**src/design/mem_pkg.sv**
```systemverilog
`default_nettype none

package mem_pkg;

    // bus geometry
    localparam int addr_w = 32;
    localparam int data_w = 32;
    localparam int strb_w = data_w / 8;
    localparam int resp_w = 2;

    // sram size, 256 words = 1 KiB window
    localparam int mem_words  = 256;
    localparam int word_idx_w = $clog2(mem_words);

    localparam logic [resp_w-1:0] resp_okay   = 2'b00;
    localparam logic [resp_w-1:0] resp_decerr = 2'b11;

    // master to slave, all five channels
    typedef struct packed {
        logic [addr_w-1:0] araddr;
        logic              arvalid;
        logic [addr_w-1:0] awaddr;
        logic              awvalid;
        logic [data_w-1:0] wdata;
        logic [strb_w-1:0] wstrb;
        logic              wvalid;
        logic              rready;
        logic              bready;
    } axi_m2s_t;

    // slave to master
    typedef struct packed {
        logic              arready;
        logic [data_w-1:0] rdata;
        logic [resp_w-1:0] rresp;
        logic              rvalid;
        logic              awready;
        logic              wready;
        logic [resp_w-1:0] bresp;
        logic              bvalid;
    } axi_s2m_t;

    typedef enum logic [1:0] {sram_idle, sram_read, sram_write} sram_state_e;

    typedef enum logic [1:0] {port_idle, port_addr, port_resp} port_state_e;

    typedef enum logic [1:0] {grant_none, grant_ifetch, grant_lsu} grant_e;

endpackage

`default_nettype wire

```
**src/design/ifetch_port.sv**
```systemverilog
`default_nettype none

module ifetch_port (
    input  logic              clk,
    input  logic              rst_n,
    input  logic              fetch_req,
    input  logic [31:0]       fetch_addr,
    output logic              fetch_busy,
    output logic              fetch_done,
    output logic              fetch_err,
    output logic [31:0]       fetch_data,
    output mem_pkg::axi_m2s_t bus_out,
    input  mem_pkg::axi_s2m_t bus_in
);

    mem_pkg::port_state_e state;

    logic [31:0] addr_q;
    logic        accept;
    logic        ar_hs;
    logic        r_hs;

    assign accept = (state == mem_pkg::port_idle) && fetch_req;
    assign ar_hs  = (state == mem_pkg::port_addr) && bus_in.arready;
    // rready is tied high, so rvalid alone completes R
    assign r_hs   = (state == mem_pkg::port_resp) && bus_in.rvalid;

    always_ff @(posedge clk) begin
        if (!rst_n) begin
            state      <= mem_pkg::port_idle;
            fetch_done <= 1'b0;
        end else begin
            fetch_done <= r_hs;
            case (state)
                mem_pkg::port_idle: if (accept) state <= mem_pkg::port_addr;
                mem_pkg::port_addr: if (ar_hs) state <= mem_pkg::port_resp;
                mem_pkg::port_resp: if (r_hs) state <= mem_pkg::port_idle;
                default:            state <= mem_pkg::port_idle;
            endcase
        end
    end

    always_ff @(posedge clk) begin
        if (accept) begin
            addr_q <= fetch_addr;
        end
        if (r_hs) begin
            fetch_data <= bus_in.rdata;
            fetch_err  <= (bus_in.rresp != mem_pkg::resp_okay);
        end
    end

    assign fetch_busy = (state != mem_pkg::port_idle);

    // read-only master
    assign bus_out.araddr  = addr_q;
    assign bus_out.arvalid = (state == mem_pkg::port_addr);
    assign bus_out.awaddr  = '0;
    assign bus_out.awvalid = 1'b0;
    assign bus_out.wdata   = '0;
    assign bus_out.wstrb   = '0;
    assign bus_out.wvalid  = 1'b0;
    assign bus_out.rready  = 1'b1;
    assign bus_out.bready  = 1'b1;

endmodule

`default_nettype wire

```
**config.mk**
```make
export PLATFORM = sky130hd
export DESIGN_NAME = ifetch_port
export DESIGN_NICKNAME = d
export VERILOG_FILES = /design/src/design/mem_pkg.sv /design/src/design/ifetch_port.sv
export SDC_FILE = /design/constraint.sdc
export NUM_CORES = 1
export LEC_CHECK = 0
export BUFFER_PORTS_ARGS = -buffer_cell sky130_fd_sc_hd__buf_4
export CORE_ASPECT_RATIO = 0.8
export CORE_MARGIN = 1.5
export CORE_UTILIZATION = 40
export CTS_BUF_LIST = sky130_fd_sc_hd__clkbuf_4 sky130_fd_sc_hd__clkbuf_8
export DETAILED_ROUTE_END_ITERATION = 12
export PLACE_DENSITY = 0.9
export SLEW_MARGIN = 20
export SYNTH_ARGS = -nofsm -noshare
export SYNTH_HDL_FRONTEND = slang
export SYNTH_SLANG_ARGS = --single-unit
```
**constraint.sdc**
```tcl
create_clock -name clk -period 2.92 [get_ports clk]
set_input_delay 0.438 -clock clk [delete_from_list [all_inputs] [get_ports clk]]
set_output_delay 0.438 -clock clk [all_outputs]
set_load 0.01 [all_outputs]
```
==> impl_results.html, run 1 <==
<table>
<tr><th>Metric</th><th>Value</th></tr>
<tr><th colspan="2">Outcome</th></tr>
<tr><td>Run status</td><td>finished, final reports clean</td></tr>
<tr><th colspan="2">Floorplanning</th></tr>
<tr><td>Die height</td><td>75.7 um</td></tr>
<tr><td>Number of rows in the core area</td><td>26</td></tr>
<tr><td>Core area</td><td>6380 sq um</td></tr>
<tr><td>Initial core utilization</td><td>0.414</td></tr>
<tr><td>Number of top-level pins</td><td>216</td></tr>
<tr><td>Die span in x</td><td>93.8 um</td></tr>
<tr><td>DIE AREA</td><td>7100 sq um</td></tr>
<tr><th colspan="2">Detailed routing</th></tr>
<tr><td>First-pass detailed-route iteration total</td><td>4</td></tr>
<tr><td>DRC violations left</td><td>0</td></tr>
<tr><td>Initial drt markers</td><td>76</td></tr>
<tr><td>Post-DR vias/cell</td><td>4.03</td></tr>
<tr><td>Total routed wirelength</td><td>6360 um</td></tr>
<tr><td>Post-detailed-route wirelength per cell</td><td>16.2 um</td></tr>
<tr><td>Post-route ant nets</td><td>0</td></tr>
<tr><td>Total number of vias</td><td>1582</td></tr>
<tr><th colspan="2">Final layout</th></tr>
<tr><td>Count of non-filler cells in the finished layout</td><td>393</td></tr>
<tr><td>Fill cells</td><td>479</td></tr>
<tr><td>Layout cells sized above 1</td><td>0.515</td></tr>
<tr><td>Most used cells in the layout excluding fill and tap cells</td><td>140 x buf_4, 72 x conb_1, 65 x edfxtp_1, 9 x clkbuf_8</td></tr>
<tr><td>Commonest non-fill, non-tap cell in the layout</td><td>buf_4</td></tr>
<tr><td>Area growth, synth to finish</td><td>41.5%</td></tr>
<tr><td>Total number of nets in the final design</td><td>380</td></tr>
<tr><td>Final antenna diode count</td><td>0</td></tr>
<tr><th colspan="2">Place</th></tr>
<tr><td>Placed Cells incl. Taps</td><td>377</td></tr>
<tr><td>PortBufs</td><td>138</td></tr>
<tr><td>Gp weighted congestion</td><td>0.729</td></tr>
<tr><td>DP Wirelength</td><td>4790 um</td></tr>
<tr><th colspan="2">Yosys</th></tr>
<tr><td>Top cell type's share of synthesized area</td><td>0.739</td></tr>
<tr><td>Synth warn</td><td>0</td></tr>
<tr><td>Average footprint of a synthesized cell</td><td>17.0 sq um</td></tr>
<tr><td>Main area contributors after synthesis</td><td>edfxtp_1 74%, buf_4 20%, dfxtp_1 2.3%, or2_2 0.47%, nand4bb_1 0.43%</td></tr>
<tr><td>Synth Instances</td><td>155</td></tr>
<tr><td>Number of flip-flops and latches in the synthesized netlist</td><td>68</td></tr>
<tr><td>Number of distinct library cells after synthesis</td><td>15</td></tr>
<tr><td>Largest area contributor in the netlist</td><td>edfxtp_1</td></tr>
<tr><td>Synthesized cell area</td><td>2640 sq um</td></tr>
<tr><td>Sequential element share of the synthesized area</td><td>0.762</td></tr>
<tr><th colspan="2">Critical path</th></tr>
<tr><td>Required time worst endpoint</td><td>2940 ps</td></tr>
<tr><td>Startpoint Class</td><td>flip-flop</td></tr>
<tr><td>Largest fanout on the critical path</td><td>21</td></tr>
<tr><td>Setup slack of the most critical reg-to-reg path</td><td>1220 ps</td></tr>
<tr><td>Arrival @ worst endpoint</td><td>1720 ps</td></tr>
<tr><td>Critical path capture point type</td><td>flip-flop</td></tr>
<tr><td>Category of the critical setup timing path</td><td>flip-flop to flip-flop</td></tr>
<tr><th colspan="2">CTS</th></tr>
<tr><td>Cts repair resizes</td><td>0</td></tr>
<tr><td>Htree depth</td><td>3</td></tr>
<tr><td>Hold Buf Count CTS</td><td>0</td></tr>
<tr><td>Setup fix buffers added after clock tree synthesis</td><td>0</td></tr>
<tr><td>TritonCTS clock tree</td><td>built</td></tr>
<tr><td>Num CTS Buffers</td><td>9</td></tr>
<tr><td>Cell at the root of the clock tree</td><td>clkbuf_8</td></tr>
<tr><td>Sinks on the clock net</td><td>68</td></tr>
<tr><td>Worst-case clock buffer depth</td><td>2</td></tr>
<tr><td>Skew-Pair Late Insertion Delay</td><td>340 ps</td></tr>
<tr><td>Clock-pin slew on the worst setup and hold paths</td><td>80 ps</td></tr>
<tr><th colspan="2">STA</th></tr>
<tr><td>Hold Violations, Final</td><td>0</td></tr>
<tr><td>Total Negative Setup Slacks</td><td>0 ps</td></tr>
<tr><td>Unrepaired setup endpoints after global routing</td><td>false</td></tr>
<tr><td>Skew final</td><td>10.1 ps</td></tr>
<tr><td>Minimum clock period</td><td>1700 ps</td></tr>
<tr><td>Fmax</td><td>587 MHz</td></tr>
<tr><td>Worst-margin pin slew</td><td>651 ps</td></tr>
<tr><td>Fin. max-slew vios</td><td>0</td></tr>
<tr><td>Setup-failing EPs final</td><td>0</td></tr>
<tr><td>Final critical-path share of the clock period</td><td>0.584</td></tr>
<tr><td>Worst rel slew slack</td><td>0.566</td></tr>
<tr><th colspan="2">Global route</th></tr>
<tr><td>Global route total overflow</td><td>0</td></tr>
<tr><td>GRT Util Overall</td><td>0.170</td></tr>
<tr><td>Largest net degree at the start of global routing</td><td>33</td></tr>
<tr><td>Antenna violations before repair</td><td>0</td></tr>
<tr><td>Wire length of the first global-routing pass</td><td>8180 um</td></tr>
<tr><td>Vias in the first global route</td><td>1380</td></tr>
<tr><th colspan="2">Power</th></tr>
<tr><td>Areal power density over the cells</td><td>585 nW/um^2</td></tr>
<tr><td>Share of total power in combinational logic</td><td>0.106</td></tr>
<tr><td>Cell Int Power</td><td>1.71 mW</td></tr>
<tr><td>Maximum VDD drop</td><td>0.212 mV</td></tr>
<tr><td>Clock share of power</td><td>0.377</td></tr>
<tr><td>Part of the power in registers</td><td>0.518</td></tr>
<tr><td>Leakage power figure</td><td>1.69 nW</td></tr>
<tr><td>Switching power</td><td>481 uW</td></tr>
<tr><td>Sw Ratio</td><td>0.220</td></tr>
<tr><th colspan="2">Min path</th></tr>
<tr><td>Worst hold-check path type</td><td>primary input to flip-flop</td></tr>
<tr><th colspan="2">Run</th></tr>
<tr><td>Number of maximum-capacitance violations</td><td>0</td></tr>
</table>
[final timing paths]
kind	cells past startpoint	from	to
min	1	fetch_addr[19]	addr_q[19]
min reg2reg	2	state[0]	state[1]
max	2	state[0]	fetch_data[24]
max reg2reg	2	state[0]	fetch_data[24]
[cell usage after synthesis]
| cell type | n |
|---|---|
| and2b_1 | 1 |
| nor2_1 | 2 |
| nor3b_1 | 1 |
| edfxtp_1 | 65 |
| dfxtp_1 | 3 |
| nand2_1 | 1 |
| nand2b_1 | 1 |
| buf_4 | 72 |
| inv_1 | 1 |
| and2_1 | 1 |
| and3b_1 | 1 |
| or2_2 | 2 |
| o21ai_0 | 1 |
| nand4bb_1 | 1 |
| conb_1 | 2 |
[registers in the layout, summed over array words and instances (netlist names)]
name and count:
fetch_err 1, fetch_done 1, state 2, addr_q 32, fetch_data 32
[critical path: stages, from the launching register on]
cell and delay (ps):
dfxtp_1 340, and3b_1 640, buf_4 400
[stage by stage]
step | power [mW] | hold slack [ps] | instance area [sq um] | setup slack, ps | utilization
global placement | 1.37 | 521 | 3520 | 1200 | 0.552
global route | 2.26 | 249 | 3740 | 1160 | 0.586
floorplan | 1.31 | 495 | 2900 | 484 | -
finish | 2.19 | 268 | 3740 | 1220 | 0.586
detailed placement | 1.38 | 526 | 3520 | 1120 | 0.552
CTS | 2.19 | 267 | 3740 | 1230 | 0.586
[per-layer routing]
metal / vias to the layer above / track usage / wire, um
li1: 692 / - / -
met1: 740 / 0.150 / 1900
met2: 130 / 0.308 / 3410
met3: 20 / 0.0978 / 835
met4: 0 / 0.0945 / 218
met5: - / 0 / 0
[cells by family (layout without fill, tap and decap cells)]
group / Yosys count / after routing / share of synthesized area
buf+inv: 73 / 157 / 0.206
compound gates: 1 / 1 / 0.00189
flops: 68 / 68 / 0.762
other cells: 2 / 72 / 0.00284
simple gates: 11 / 11 / 0.0270
[layout make-up]
class	instances	area [sq um]	area share
Sequential cell	68	2010	0.539
Clock buffer	9	124	0.0332
Multi-Input combinational cell	84	349	0.0934
Clock inverter	7	91.3	0.0244
Inverter	1	3.75	0.00100
Tap cell	84	105	0.0281
Timing Repair Buffer	140	1050	0.281
[power groups by stage]
stage	clock [mW]	combinational, mW	sequential, mW
floorplan	0	0.135	1.17
global placement	0	0.220	1.15
detailed placement	0	0.228	1.15
CTS	0.831	0.230	1.13
global route	0.875	0.249	1.13
finish	0.824	0.231	1.13
(Power assumes the default switching activity.)
==> inputs of run 2 (changes only) <==
--- a/config.mk
+++ b/config.mk
@@ -5,13 +5,14 @@
 export SDC_FILE = /design/constraint.sdc
 export NUM_CORES = 1
 export LEC_CHECK = 0
+export ABC_AREA = 1
 export BUFFER_PORTS_ARGS = -buffer_cell sky130_fd_sc_hd__buf_4
 export CORE_ASPECT_RATIO = 0.8
 export CORE_MARGIN = 1.5
-export CORE_UTILIZATION = 40
+export CORE_UTILIZATION = 36
 export CTS_BUF_LIST = sky130_fd_sc_hd__clkbuf_4 sky130_fd_sc_hd__clkbuf_8
 export DETAILED_ROUTE_END_ITERATION = 12
-export PLACE_DENSITY = 0.9
+export PLACE_DENSITY = 0.86
 export SLEW_MARGIN = 20
 export SYNTH_ARGS = -nofsm -noshare
 export SYNTH_HDL_FRONTEND = slang
==> constraint.sdc (replaced) <==
create_clock -name clk -period 1.5 [get_ports clk]
set_input_delay 0.225 -clock clk [delete_from_list [all_inputs] [get_ports clk]]
set_output_delay 0.225 -clock clk [all_outputs]
set_load 0.01 [all_outputs]
==> run 2 against run 1 <==
Sequential cell count stayed put. Worst hold slack worse by 200 ps. Non-clock buffer count unchanged. Register-to-register slack got worse by 970 ps. Clock power is 94% higher. Combinational power increased by 110%. Final cell count up 2.8%. Largest power group unchanged. Sequential power is 96% higher. Critical endpoint is now fetch_busy. Core utilization is 4.7 points lower. Setup slack worse by 970 ps. Final area increased by 1.4%.
==> impl_results.html, run 2 <==
<table>
<tr><th>Metric</th><th>Value</th></tr>
<tr><th colspan="2">Critical path</th></tr>
<tr><td>Worst Setup SP</td><td>state[1] (was state[0])</td></tr>
<tr><td>Critical register-to-register path startpoint</td><td>state[1] (was state[0])</td></tr>
<tr><td>Arrival @ worst endpoint</td><td>1020 ps (was 1720 ps)</td></tr>
<tr><td>Startpoint Class</td><td>flip-flop (unchanged)</td></tr>
<tr><td>Largest fanout on the critical path</td><td>5 (was 21)</td></tr>
<tr><td>Required time worst endpoint</td><td>1270 ps (was 2940 ps)</td></tr>
<tr><td>Category of the critical setup timing path</td><td>flip-flop to output pin (was flip-flop to flip-flop)</td></tr>
<tr><td>Cell count of the worst reg-to-reg path</td><td>4 (was 2)</td></tr>
<tr><td>Capturing point of the worst reg2reg path</td><td>addr_q[2] (was fetch_data[24])</td></tr>
<tr><td>Setup slack of the most critical reg-to-reg path</td><td>250 ps (was 1220 ps)</td></tr>
<tr><td>Critical path capture point type</td><td>output pin (was flip-flop)</td></tr>
<tr><th colspan="2">STA</th></tr>
<tr><td>Skew final</td><td>5.28 ps (was 10.1 ps)</td></tr>
<tr><td>Unrepaired setup endpoints after global routing</td><td>false (unchanged)</td></tr>
<tr><td>Minimum clock period</td><td>1250 ps</td></tr>
<tr><td>Hold Violations, Final</td><td>0 (unchanged)</td></tr>
<tr><td>Setup-failing EPs final</td><td>0 (unchanged)</td></tr>
<tr><td>Fmax</td><td>800 MHz</td></tr>
<tr><td>Fin. max-slew vios</td><td>0 (unchanged)</td></tr>
<tr><td>Total Negative Setup Slacks</td><td>0 ps (unchanged)</td></tr>
<tr><td>Final critical-path share of the clock period</td><td>0.833</td></tr>
<tr><td>Setup slack of the critical path after layout</td><td>251 ps (was 1220 ps)</td></tr>
<tr><th colspan="2">Final layout</th></tr>
<tr><td>Fill cells</td><td>592 (was 479)</td></tr>
<tr><td>Final antenna diode count</td><td>0 (unchanged)</td></tr>
<tr><td>Most used cells in the layout excluding fill and tap cells</td><td>138 x buf_4, 72 x conb_1, 65 x edfxtp_1, 9 x clkbuf_8, 6 x inv_1 (was 140 x buf_4, 72 x conb_1, 65 x edfxtp_1, 9 x clkbuf_8)</td></tr>
<tr><td>Area of all placed cells without fillers</td><td>3790 sq um (was 3740 sq um)</td></tr>
<tr><td>Largest registers</td><td>addr_q (32), fetch_data (32), state (2) (unchanged)</td></tr>
<tr><td>Layout cells sized above 1</td><td>0.511 (was 0.515)</td></tr>
<tr><td>Area growth, synth to finish</td><td>42.6% (was 41.5%)</td></tr>
<tr><td>Total number of nets in the final design</td><td>389 (was 380)</td></tr>
<tr><td>Commonest non-fill, non-tap cell in the layout</td><td>buf_4 (unchanged)</td></tr>
<tr><th colspan="2">CTS</th></tr>
<tr><td>Clock-pin slew on the worst setup and hold paths</td><td>70 ps (was 80 ps)</td></tr>
<tr><td>Sinks on the clock net</td><td>68 (unchanged)</td></tr>
<tr><td>Hold Buf Count CTS</td><td>0 (unchanged)</td></tr>
<tr><td>Num CTS Buffers</td><td>9 (unchanged)</td></tr>
<tr><td>Skew-Pair Late Insertion Delay</td><td>320 ps (was 340 ps)</td></tr>
<tr><td>Setup fix buffers added after clock tree synthesis</td><td>0 (unchanged)</td></tr>
<tr><td>TritonCTS clock tree</td><td>built (unchanged)</td></tr>
<tr><td>Cell at the root of the clock tree</td><td>clkbuf_8 (unchanged)</td></tr>
<tr><td>Htree depth</td><td>3 (unchanged)</td></tr>
<tr><td>Cts repair resizes</td><td>0 (unchanged)</td></tr>
<tr><td>Worst-case clock buffer depth</td><td>2 (unchanged)</td></tr>
<tr><th colspan="2">Floorplanning</th></tr>
<tr><td>Die span in x</td><td>99.1 um (was 93.8 um)</td></tr>
<tr><td>Die height</td><td>79.9 um (was 75.7 um)</td></tr>
<tr><td>DIE AREA</td><td>7910 sq um (was 7100 sq um)</td></tr>
<tr><td>Core area</td><td>7030 sq um (was 6380 sq um)</td></tr>
<tr><td>Initial core utilization</td><td>0.378 (was 0.414)</td></tr>
<tr><td>Number of rows in the core area</td><td>27 (was 26)</td></tr>
<tr><td>Number of top-level pins</td><td>216 (unchanged)</td></tr>
<tr><th colspan="2">Min path</th></tr>
<tr><td>Hold_sp</td><td>bus_in[16] (was fetch_addr[19])</td></tr>
<tr><td>Sink of the worst hold path</td><td>fetch_data[8] (was addr_q[19])</td></tr>
<tr><td>Hold path cells</td><td>1 (unchanged)</td></tr>
<tr><td>Worst hold-check path type</td><td>primary input to flip-flop (unchanged)</td></tr>
<tr><th colspan="2">Global route</th></tr>
<tr><td>Largest net degree at the start of global routing</td><td>34 (was 33)</td></tr>
<tr><td>GRT Util Overall</td><td>0.123 (was 0.170)</td></tr>
<tr><td>Global route total overflow</td><td>0 (unchanged)</td></tr>
<tr><td>Wire length of the first global-routing pass</td><td>7040 um (was 8180 um)</td></tr>
<tr><td>Vias in the first global route</td><td>1339 (was 1380)</td></tr>
<tr><td>Antenna violations before repair</td><td>0 (unchanged)</td></tr>
<tr><th colspan="2">Detailed routing</th></tr>
<tr><td>Total number of vias</td><td>1557 (was 1582)</td></tr>
<tr><td>Post-DR vias/cell</td><td>3.85 (was 4.03)</td></tr>
<tr><td>Post-route ant nets</td><td>0 (unchanged)</td></tr>
<tr><td>DRC violations left</td><td>0 (unchanged)</td></tr>
<tr><td>First-pass detailed-route iteration total</td><td>4 (unchanged)</td></tr>
<tr><td>Total routed wirelength</td><td>5330 um (was 6360 um)</td></tr>
<tr><td>Post-detailed-route wirelength per cell</td><td>13.2 um (was 16.2 um)</td></tr>
<tr><td>Initial drt markers</td><td>70 (was 76)</td></tr>
<tr><th colspan="2">Yosys</th></tr>
<tr><td>Top cell type's share of synthesized area</td><td>0.734 (was 0.739)</td></tr>
<tr><td>Sequential element share of the synthesized area</td><td>0.757 (was 0.762)</td></tr>
<tr><td>Leading cell type by number of instances after synthesis</td><td>buf_4 (unchanged)</td></tr>
<tr><td>Synthesized cell area</td><td>2660 sq um (was 2640 sq um)</td></tr>
<tr><td>Most instantiated flip-flop cell in the synthesis netlist</td><td>edfxtp_1 (unchanged)</td></tr>
<tr><td>Most frequent cells after synthesis</td><td>72 x buf_4, 65 x edfxtp_1, 7 x inv_1 (was 72 x buf_4, 65 x edfxtp_1, 3 x dfxtp_1)</td></tr>
<tr><td>Largest area contributor in the netlist</td><td>edfxtp_1 (unchanged)</td></tr>
<tr><td>Synth warn</td><td>0 (unchanged)</td></tr>
<tr><td>Synth Instances</td><td>164 (was 155)</td></tr>
<tr><td>Average footprint of a synthesized cell</td><td>16.2 sq um (was 17.0 sq um)</td></tr>
<tr><td>FFs w/ async S/R, synth</td><td>0 (unchanged)</td></tr>
<tr><td>Number of synthesized flops with an enable pin</td><td>65 (unchanged)</td></tr>
<tr><td>Number of flip-flops and latches in the synthesized netlist</td><td>68 (unchanged)</td></tr>
<tr><td>Number of distinct library cells after synthesis</td><td>14 (was 15)</td></tr>
<tr><td>Main area contributors after synthesis</td><td>edfxtp_1 73%, buf_4 20%, dfxtp_1 2.3%, inv_1 0.99%, nand2_1 0.71% (was edfxtp_1 74%, buf_4 20%, dfxtp_1 2.3%, or2_2 0.47%, nand4bb_1 0.43%)</td></tr>
<tr><th colspan="2">Outcome</th></tr>
<tr><td>Run status</td><td>finished, final reports clean (unchanged)</td></tr>
<tr><th colspan="2">Power</th></tr>
<tr><td>Cell Int Power</td><td>3.35 mW (was 1.71 mW)</td></tr>
<tr><td>Share of total power in combinational logic</td><td>0.114 (was 0.106)</td></tr>
<tr><td>Part of the power in registers</td><td>0.515 (was 0.518)</td></tr>
<tr><td>Areal power density over the cells</td><td>1140 nW/um^2 (was 585 nW/um^2)</td></tr>
<tr><td>Switching power</td><td>947 uW (was 481 uW)</td></tr>
<tr><td>Maximum VDD drop</td><td>0.558 mV (was 0.212 mV)</td></tr>
<tr><td>Sw Ratio</td><td>0.220 (about the same)</td></tr>
<tr><td>Leakage power figure</td><td>1.71 nW (was 1.69 nW)</td></tr>
<tr><td>Clock share of power</td><td>0.371 (was 0.377)</td></tr>
<tr><th colspan="2">Place</th></tr>
<tr><td>PortBufs</td><td>138 (unchanged)</td></tr>
<tr><td>Place WS</td><td>248 ps (was 1120 ps)</td></tr>
<tr><td>Gp weighted congestion</td><td>0.716 (was 0.729)</td></tr>
<tr><td>Instance area after placement</td><td>3580 sq um (was 3520 sq um)</td></tr>
<tr><td>DP Wirelength</td><td>4040 um (was 4790 um)</td></tr>
<tr><th colspan="2">Run</th></tr>
<tr><td>Number of maximum-capacitance violations</td><td>0 (unchanged)</td></tr>
</table>
-- run 2: changes by cell type in the layout (fill, tap and decap cells not counted), moves of 2 or more --
| cell | change |
|---|---|
| clkinvlp_4 | +2 |
| buf_12 | +2 |
| clkinv_2 | -2 |
| buf_4 | -2 |
| nand2_1 | +4 |
| inv_1 | +5 |
-- run 2: layout make-up --
type / count / area [sq um] / share of cell area
Inverter: 8 / 33.8 / 0.00892
Tap cell: 87 / 109 / 0.0287
Timing Repair Buffer: 140 / 1080 / 0.284
Sequential cell: 68 / 2010 / 0.531
Clock buffer: 9 / 124 / 0.0327
Multi-Input combinational cell: 86 / 345 / 0.0911
Clock inverter: 6 / 88.8 / 0.0234
-- run 2: metrics by stage --
stage | total power, mW | utilization | cells | hold slack (ps)
after floorplan | 2.58 | - | 234 | 324
after global placement | 2.73 | 0.509 | 389 | 404
after detailed placement | 2.75 | 0.509 | 389 | 404
after CTS | 4.36 | 0.539 | 404 | 47.0
after global routing | 4.47 | 0.539 | 404 | 33.2
final | 4.30 | 0.539 | 404 | 70.7
-- run 2: worst max path at each step --
stage	to	cells after the start	slack (ps)
after detailed placement	addr_q[3]	4	250
after floorplan	addr_q[0]	3	90
after global routing	addr_q[11]	4	130
final	fetch_busy	3	250
after global placement	addr_q[15]	4	290
after CTS	fetch_busy	3	210
-- run 2: layer usage --
metal  GRT usage  vias up  share of wire
li1            -      708              -
met1       0.119      732           0.33
met2       0.228      109           0.55
met3      0.0578        8           0.11
met4      0.0465        0          0.012
met5           0        -              0
-- run 2: logic make-up after synthesis --
logic type,after synthesis,synth area share
compound gates,1,0.00330
buf+inv,80,0.215
simple gates,13,0.0221
other cells,2,0.00283
flops,68,0.757
-- run 2: worst max-delay path, cell delays in order (launching register included) --
cell	delay, ps
dfxtp_1	350
nor2_1	150
inv_1	60
buf_4	140
-- run 2: power by group through the flow --
stage / sequential, mW / clock, mW / combinational, mW
global placement: 2.25 / 0 / 0.477
detailed placement: 2.26 / 0 / 0.488
finish: 2.22 / 1.60 / 0.489
CTS: 2.22 / 1.66 / 0.489
floorplan: 2.30 / 0 / 0.281
global route: 2.22 / 1.73 / 0.523
==> inputs of run 3 (changes only) <==
--- a/config.mk
+++ b/config.mk
@@ -5,14 +5,14 @@
 export SDC_FILE = /design/constraint.sdc
 export NUM_CORES = 1
 export LEC_CHECK = 0
-export ABC_AREA = 1
+export ABC_AREA = 0
 export BUFFER_PORTS_ARGS = -buffer_cell sky130_fd_sc_hd__buf_4
 export CORE_ASPECT_RATIO = 0.8
 export CORE_MARGIN = 1.5
-export CORE_UTILIZATION = 36
+export CORE_UTILIZATION = 40
 export CTS_BUF_LIST = sky130_fd_sc_hd__clkbuf_4 sky130_fd_sc_hd__clkbuf_8
 export DETAILED_ROUTE_END_ITERATION = 12
-export PLACE_DENSITY = 0.86
+export PLACE_DENSITY = 0.9
 export SLEW_MARGIN = 20
 export SYNTH_ARGS = -nofsm -noshare
 export SYNTH_HDL_FRONTEND = slang
==> constraint.sdc (replaced) <==
create_clock -name clk -period 1.3 [get_ports clk]
set_input_delay 0.195 -clock clk [delete_from_list [all_inputs] [get_ports clk]]
set_output_delay 0.195 -clock clk [all_outputs]
set_load 0.01 [all_outputs]
==> run 3 against run 2 <==
Sequential power rose by 14%. Final cell count fell by 2.7%. Routed wire length rose by 24%. Total power rose by 22%. Clock power rose by 37%. Setup slack got worse by 210 ps. First-iteration DRC count rose by 44%. Register-to-register slack got worse by 200 ps. Global-route usage rose by 4.8 points. Largest power group unchanged. Non-clock buffer count did not move.
==> impl_results.html, run 3 (synthesized netlist as in run 1, its figures left out) <==
<table>
<tr><th>Metric</th><th>Value</th></tr>
<tr><th colspan="2">Outcome</th></tr>
<tr><td>Run status</td><td>finished, final reports clean (unchanged)</td></tr>
<tr><th colspan="2">Final layout</th></tr>
<tr><td>Final core occ</td><td>0.599 (was 0.539)</td></tr>
<tr><td>Commonest non-fill, non-tap cell in the layout</td><td>buf_4 (unchanged)</td></tr>
<tr><td>Total number of nets in the final design</td><td>380 (was 389)</td></tr>
<tr><td>Fill cells</td><td>461 (was 592)</td></tr>
<tr><td>Area growth, synth to finish</td><td>44.7% (was 42.6%)</td></tr>
<tr><td>Final antenna diode count</td><td>0 (unchanged)</td></tr>
<tr><td>Layout cells sized above 1</td><td>0.524 (was 0.511)</td></tr>
<tr><td>Largest registers</td><td>addr_q (32), fetch_data (32), state (2) (unchanged)</td></tr>
<tr><td>Most used cells in the layout excluding fill and tap cells</td><td>137 x buf_4, 72 x conb_1, 65 x edfxtp_1, 11 x clkbuf_8, 3 x bufinv_16 (was 138 x buf_4, 72 x conb_1, 65 x edfxtp_1, 9 x clkbuf_8, 6 x inv_1)</td></tr>
<tr><th colspan="2">Detailed routing</th></tr>
<tr><td>Post-route ant nets</td><td>0 (unchanged)</td></tr>
<tr><td>Post-detailed-route wirelength per cell</td><td>16.7 um (was 13.2 um)</td></tr>
<tr><td>DRC violations left</td><td>0 (unchanged)</td></tr>
<tr><td>Initial drt markers</td><td>101 (was 70)</td></tr>
<tr><td>First-pass detailed-route iteration total</td><td>4 (unchanged)</td></tr>
<tr><td>Total number of vias</td><td>1609 (was 1557)</td></tr>
<tr><td>Total routed wirelength</td><td>6580 um (was 5330 um)</td></tr>
<tr><td>Post-DR vias/cell</td><td>4.09 (was 3.85)</td></tr>
<tr><th colspan="2">Critical path</th></tr>
<tr><td>Category of the critical setup timing path</td><td>flip-flop to output pin (unchanged)</td></tr>
<tr><td>Critical register-to-register path startpoint</td><td>state[1] (unchanged)</td></tr>
<tr><td>Required time worst endpoint</td><td>1110 ps (was 1270 ps)</td></tr>
<tr><td>Arrival @ worst endpoint</td><td>1070 ps (was 1020 ps)</td></tr>
<tr><td>Largest fanout on the critical path</td><td>5 (unchanged)</td></tr>
<tr><td>Worst Setup SP</td><td>state[1] (unchanged)</td></tr>
<tr><td>Startpoint Class</td><td>flip-flop (unchanged)</td></tr>
<tr><td>Critical path capture point type</td><td>output pin (unchanged)</td></tr>
<tr><th colspan="2">STA</th></tr>
<tr><td>Hold Violations, Final</td><td>0 (unchanged)</td></tr>
<tr><td>Final critical-path share of the clock period</td><td>0.970</td></tr>
<tr><td>Minimum clock period</td><td>1260 ps</td></tr>
<tr><td>Fin Hold WS</td><td>24.3 ps (was 70.7 ps)</td></tr>
<tr><td>Fin. max-slew vios</td><td>0 (unchanged)</td></tr>
<tr><td>Skew final</td><td>11.1 ps (was 5.28 ps)</td></tr>
<tr><td>Setup-failing EPs final</td><td>0 (unchanged)</td></tr>
<tr><td>Fmax</td><td>793 MHz</td></tr>
<tr><td>Unrepaired setup endpoints after global routing</td><td>true (was false)</td></tr>
<tr><th colspan="2">Global route</th></tr>
<tr><td>Wire length of the first global-routing pass</td><td>8190 um (was 7040 um)</td></tr>
<tr><td>Largest net degree at the start of global routing</td><td>35 (was 34)</td></tr>
<tr><td>Global route total overflow</td><td>0 (unchanged)</td></tr>
<tr><td>Vias in the first global route</td><td>1352 (was 1339)</td></tr>
<tr><td>GRT Util Overall</td><td>0.170 (was 0.123)</td></tr>
<tr><td>Antenna violations before repair</td><td>0 (unchanged)</td></tr>
<tr><th colspan="2">Power</th></tr>
<tr><td>Areal power density over the cells</td><td>1380 nW/um^2 (was 1140 nW/um^2)</td></tr>
<tr><td>Post-layout power</td><td>5.27 mW (was 4.30 mW)</td></tr>
<tr><td>Maximum VDD drop</td><td>0.621 mV (was 0.558 mV)</td></tr>
<tr><td>Leakage power figure</td><td>1.72 nW (was 1.71 nW)</td></tr>
<tr><th colspan="2">Floorplanning</th></tr>
<tr><td>DIE AREA</td><td>7100 sq um (was 7910 sq um)</td></tr>
<tr><td>Number of top-level pins</td><td>216 (unchanged)</td></tr>
<tr><td>Core area</td><td>6380 sq um (was 7030 sq um)</td></tr>
<tr><td>Initial core utilization</td><td>0.414 (was 0.378)</td></tr>
<tr><td>Die span in x</td><td>93.8 um (was 99.1 um)</td></tr>
<tr><td>Die height</td><td>75.7 um (was 79.9 um)</td></tr>
<tr><td>Number of rows in the core area</td><td>26 (was 27)</td></tr>
<tr><th colspan="2">Run</th></tr>
<tr><td>Number of maximum-capacitance violations</td><td>0 (unchanged)</td></tr>
<tr><th colspan="2">CTS</th></tr>
<tr><td>Cell at the root of the clock tree</td><td>clkbuf_8 (unchanged)</td></tr>
<tr><td>Num CTS Buffers</td><td>9 (unchanged)</td></tr>
<tr><td>TritonCTS clock tree</td><td>built (unchanged)</td></tr>
<tr><td>Hold Buf Count CTS</td><td>0 (unchanged)</td></tr>
<tr><td>Clock-pin slew on the worst setup and hold paths</td><td>80 ps (was 70 ps)</td></tr>
<tr><td>Htree depth</td><td>3 (unchanged)</td></tr>
<tr><td>Skew-Pair Late Insertion Delay</td><td>340 ps (was 320 ps)</td></tr>
<tr><td>Sinks on the clock net</td><td>68 (unchanged)</td></tr>
<tr><td>Worst-case clock buffer depth</td><td>2 (unchanged)</td></tr>
<tr><th colspan="2">Min path</th></tr>
<tr><td>Worst hold-check path type</td><td>primary input to flip-flop (unchanged)</td></tr>
<tr><td>Hold_sp</td><td>fetch_addr[21] (was bus_in[16])</td></tr>
<tr><th colspan="2">Place</th></tr>
<tr><td>PortBufs</td><td>138 (unchanged)</td></tr>
<tr><td>DP Wirelength</td><td>4770 um (was 4040 um)</td></tr>
<tr><td>Gp weighted congestion</td><td>0.727 (was 0.716)</td></tr>
</table>
## run 3: cell types whose count changed in the layout (fill, tap and decap cells not counted), moves of 2 or more
cell and delta:
nand2_1 -4, dfxtp_2 +2, clkinvlp_4 -3, dfxtp_1 -2, clkinv_4 +2, clkbuf_8 +2
inv_1 -5
## run 3: layer usage
layer | routed length [um] | part of all wire | up-vias | track usage
li1 | - | - | 694 | -
met1 | 2140 | 0.32 | 789 | 0.166
met2 | 3530 | 0.54 | 113 | 0.312
met3 | 758 | 0.12 | 13 | 0.0739
met4 | 151 | 0.023 | 0 | 0.0912
met5 | 0 | 0 | - | 0
## run 3: area by class of cell
type	count	area, sq um	share of cell area
repair buffers	140	1080	0.283
clock buffers	11	151	0.0396
well taps	84	105	0.0275
inverters	1	3.75	0.000983
clock inverters	5	108	0.0282
flip-flops and latches	68	2010	0.527
multi-input cells	84	358	0.0937
## run 3: stage by stage
stage                     cells  setup slack, ps  area (sq um)  TNS, ps
after global placement      377             94.2          3560        0
final                       393             39.2          3820        0
after floorplan             225             -194          2920    -6230
after detailed placement    377             71.5          3560        0
after global routing        393            -2.71          3820    -5.35
after CTS                   393             3.16          3810        0
## run 3: path summary, 6_finish.rpt
path           endpoint  slack, ps  cells after the start
max reg2reg  addr_q[16]         50                      3
min          addr_q[21]         20                      1
max          fetch_busy         40                      2
min reg2reg    state[0]        540                      2
## run 3: worst max-delay path, cell delays in order, from the launching register on
cell     delay [ps]
dfxtp_2         340
or2_4           270
buf_6           130
## run 3: power by group
| group | switching, mW | leakage [nW] | total, mW | internal, mW |
|---|---|---|---|---|
| clock network | 0.803 | 0.130 | 2.19 | 1.39 |
| registers | 0.0318 | 0.628 | 2.54 | 2.51 |
| logic | 0.271 | 0.957 | 0.534 | 0.264 |
| total | 1.11 | 1.72 | 5.27 | 4.16 |
## run 3: what timing repair did
action                     CTS  global route
hold endpoints to repair     0             0
setup endpoints to repair    0             3
buffers inserted             0             0
resized for setup            0             2
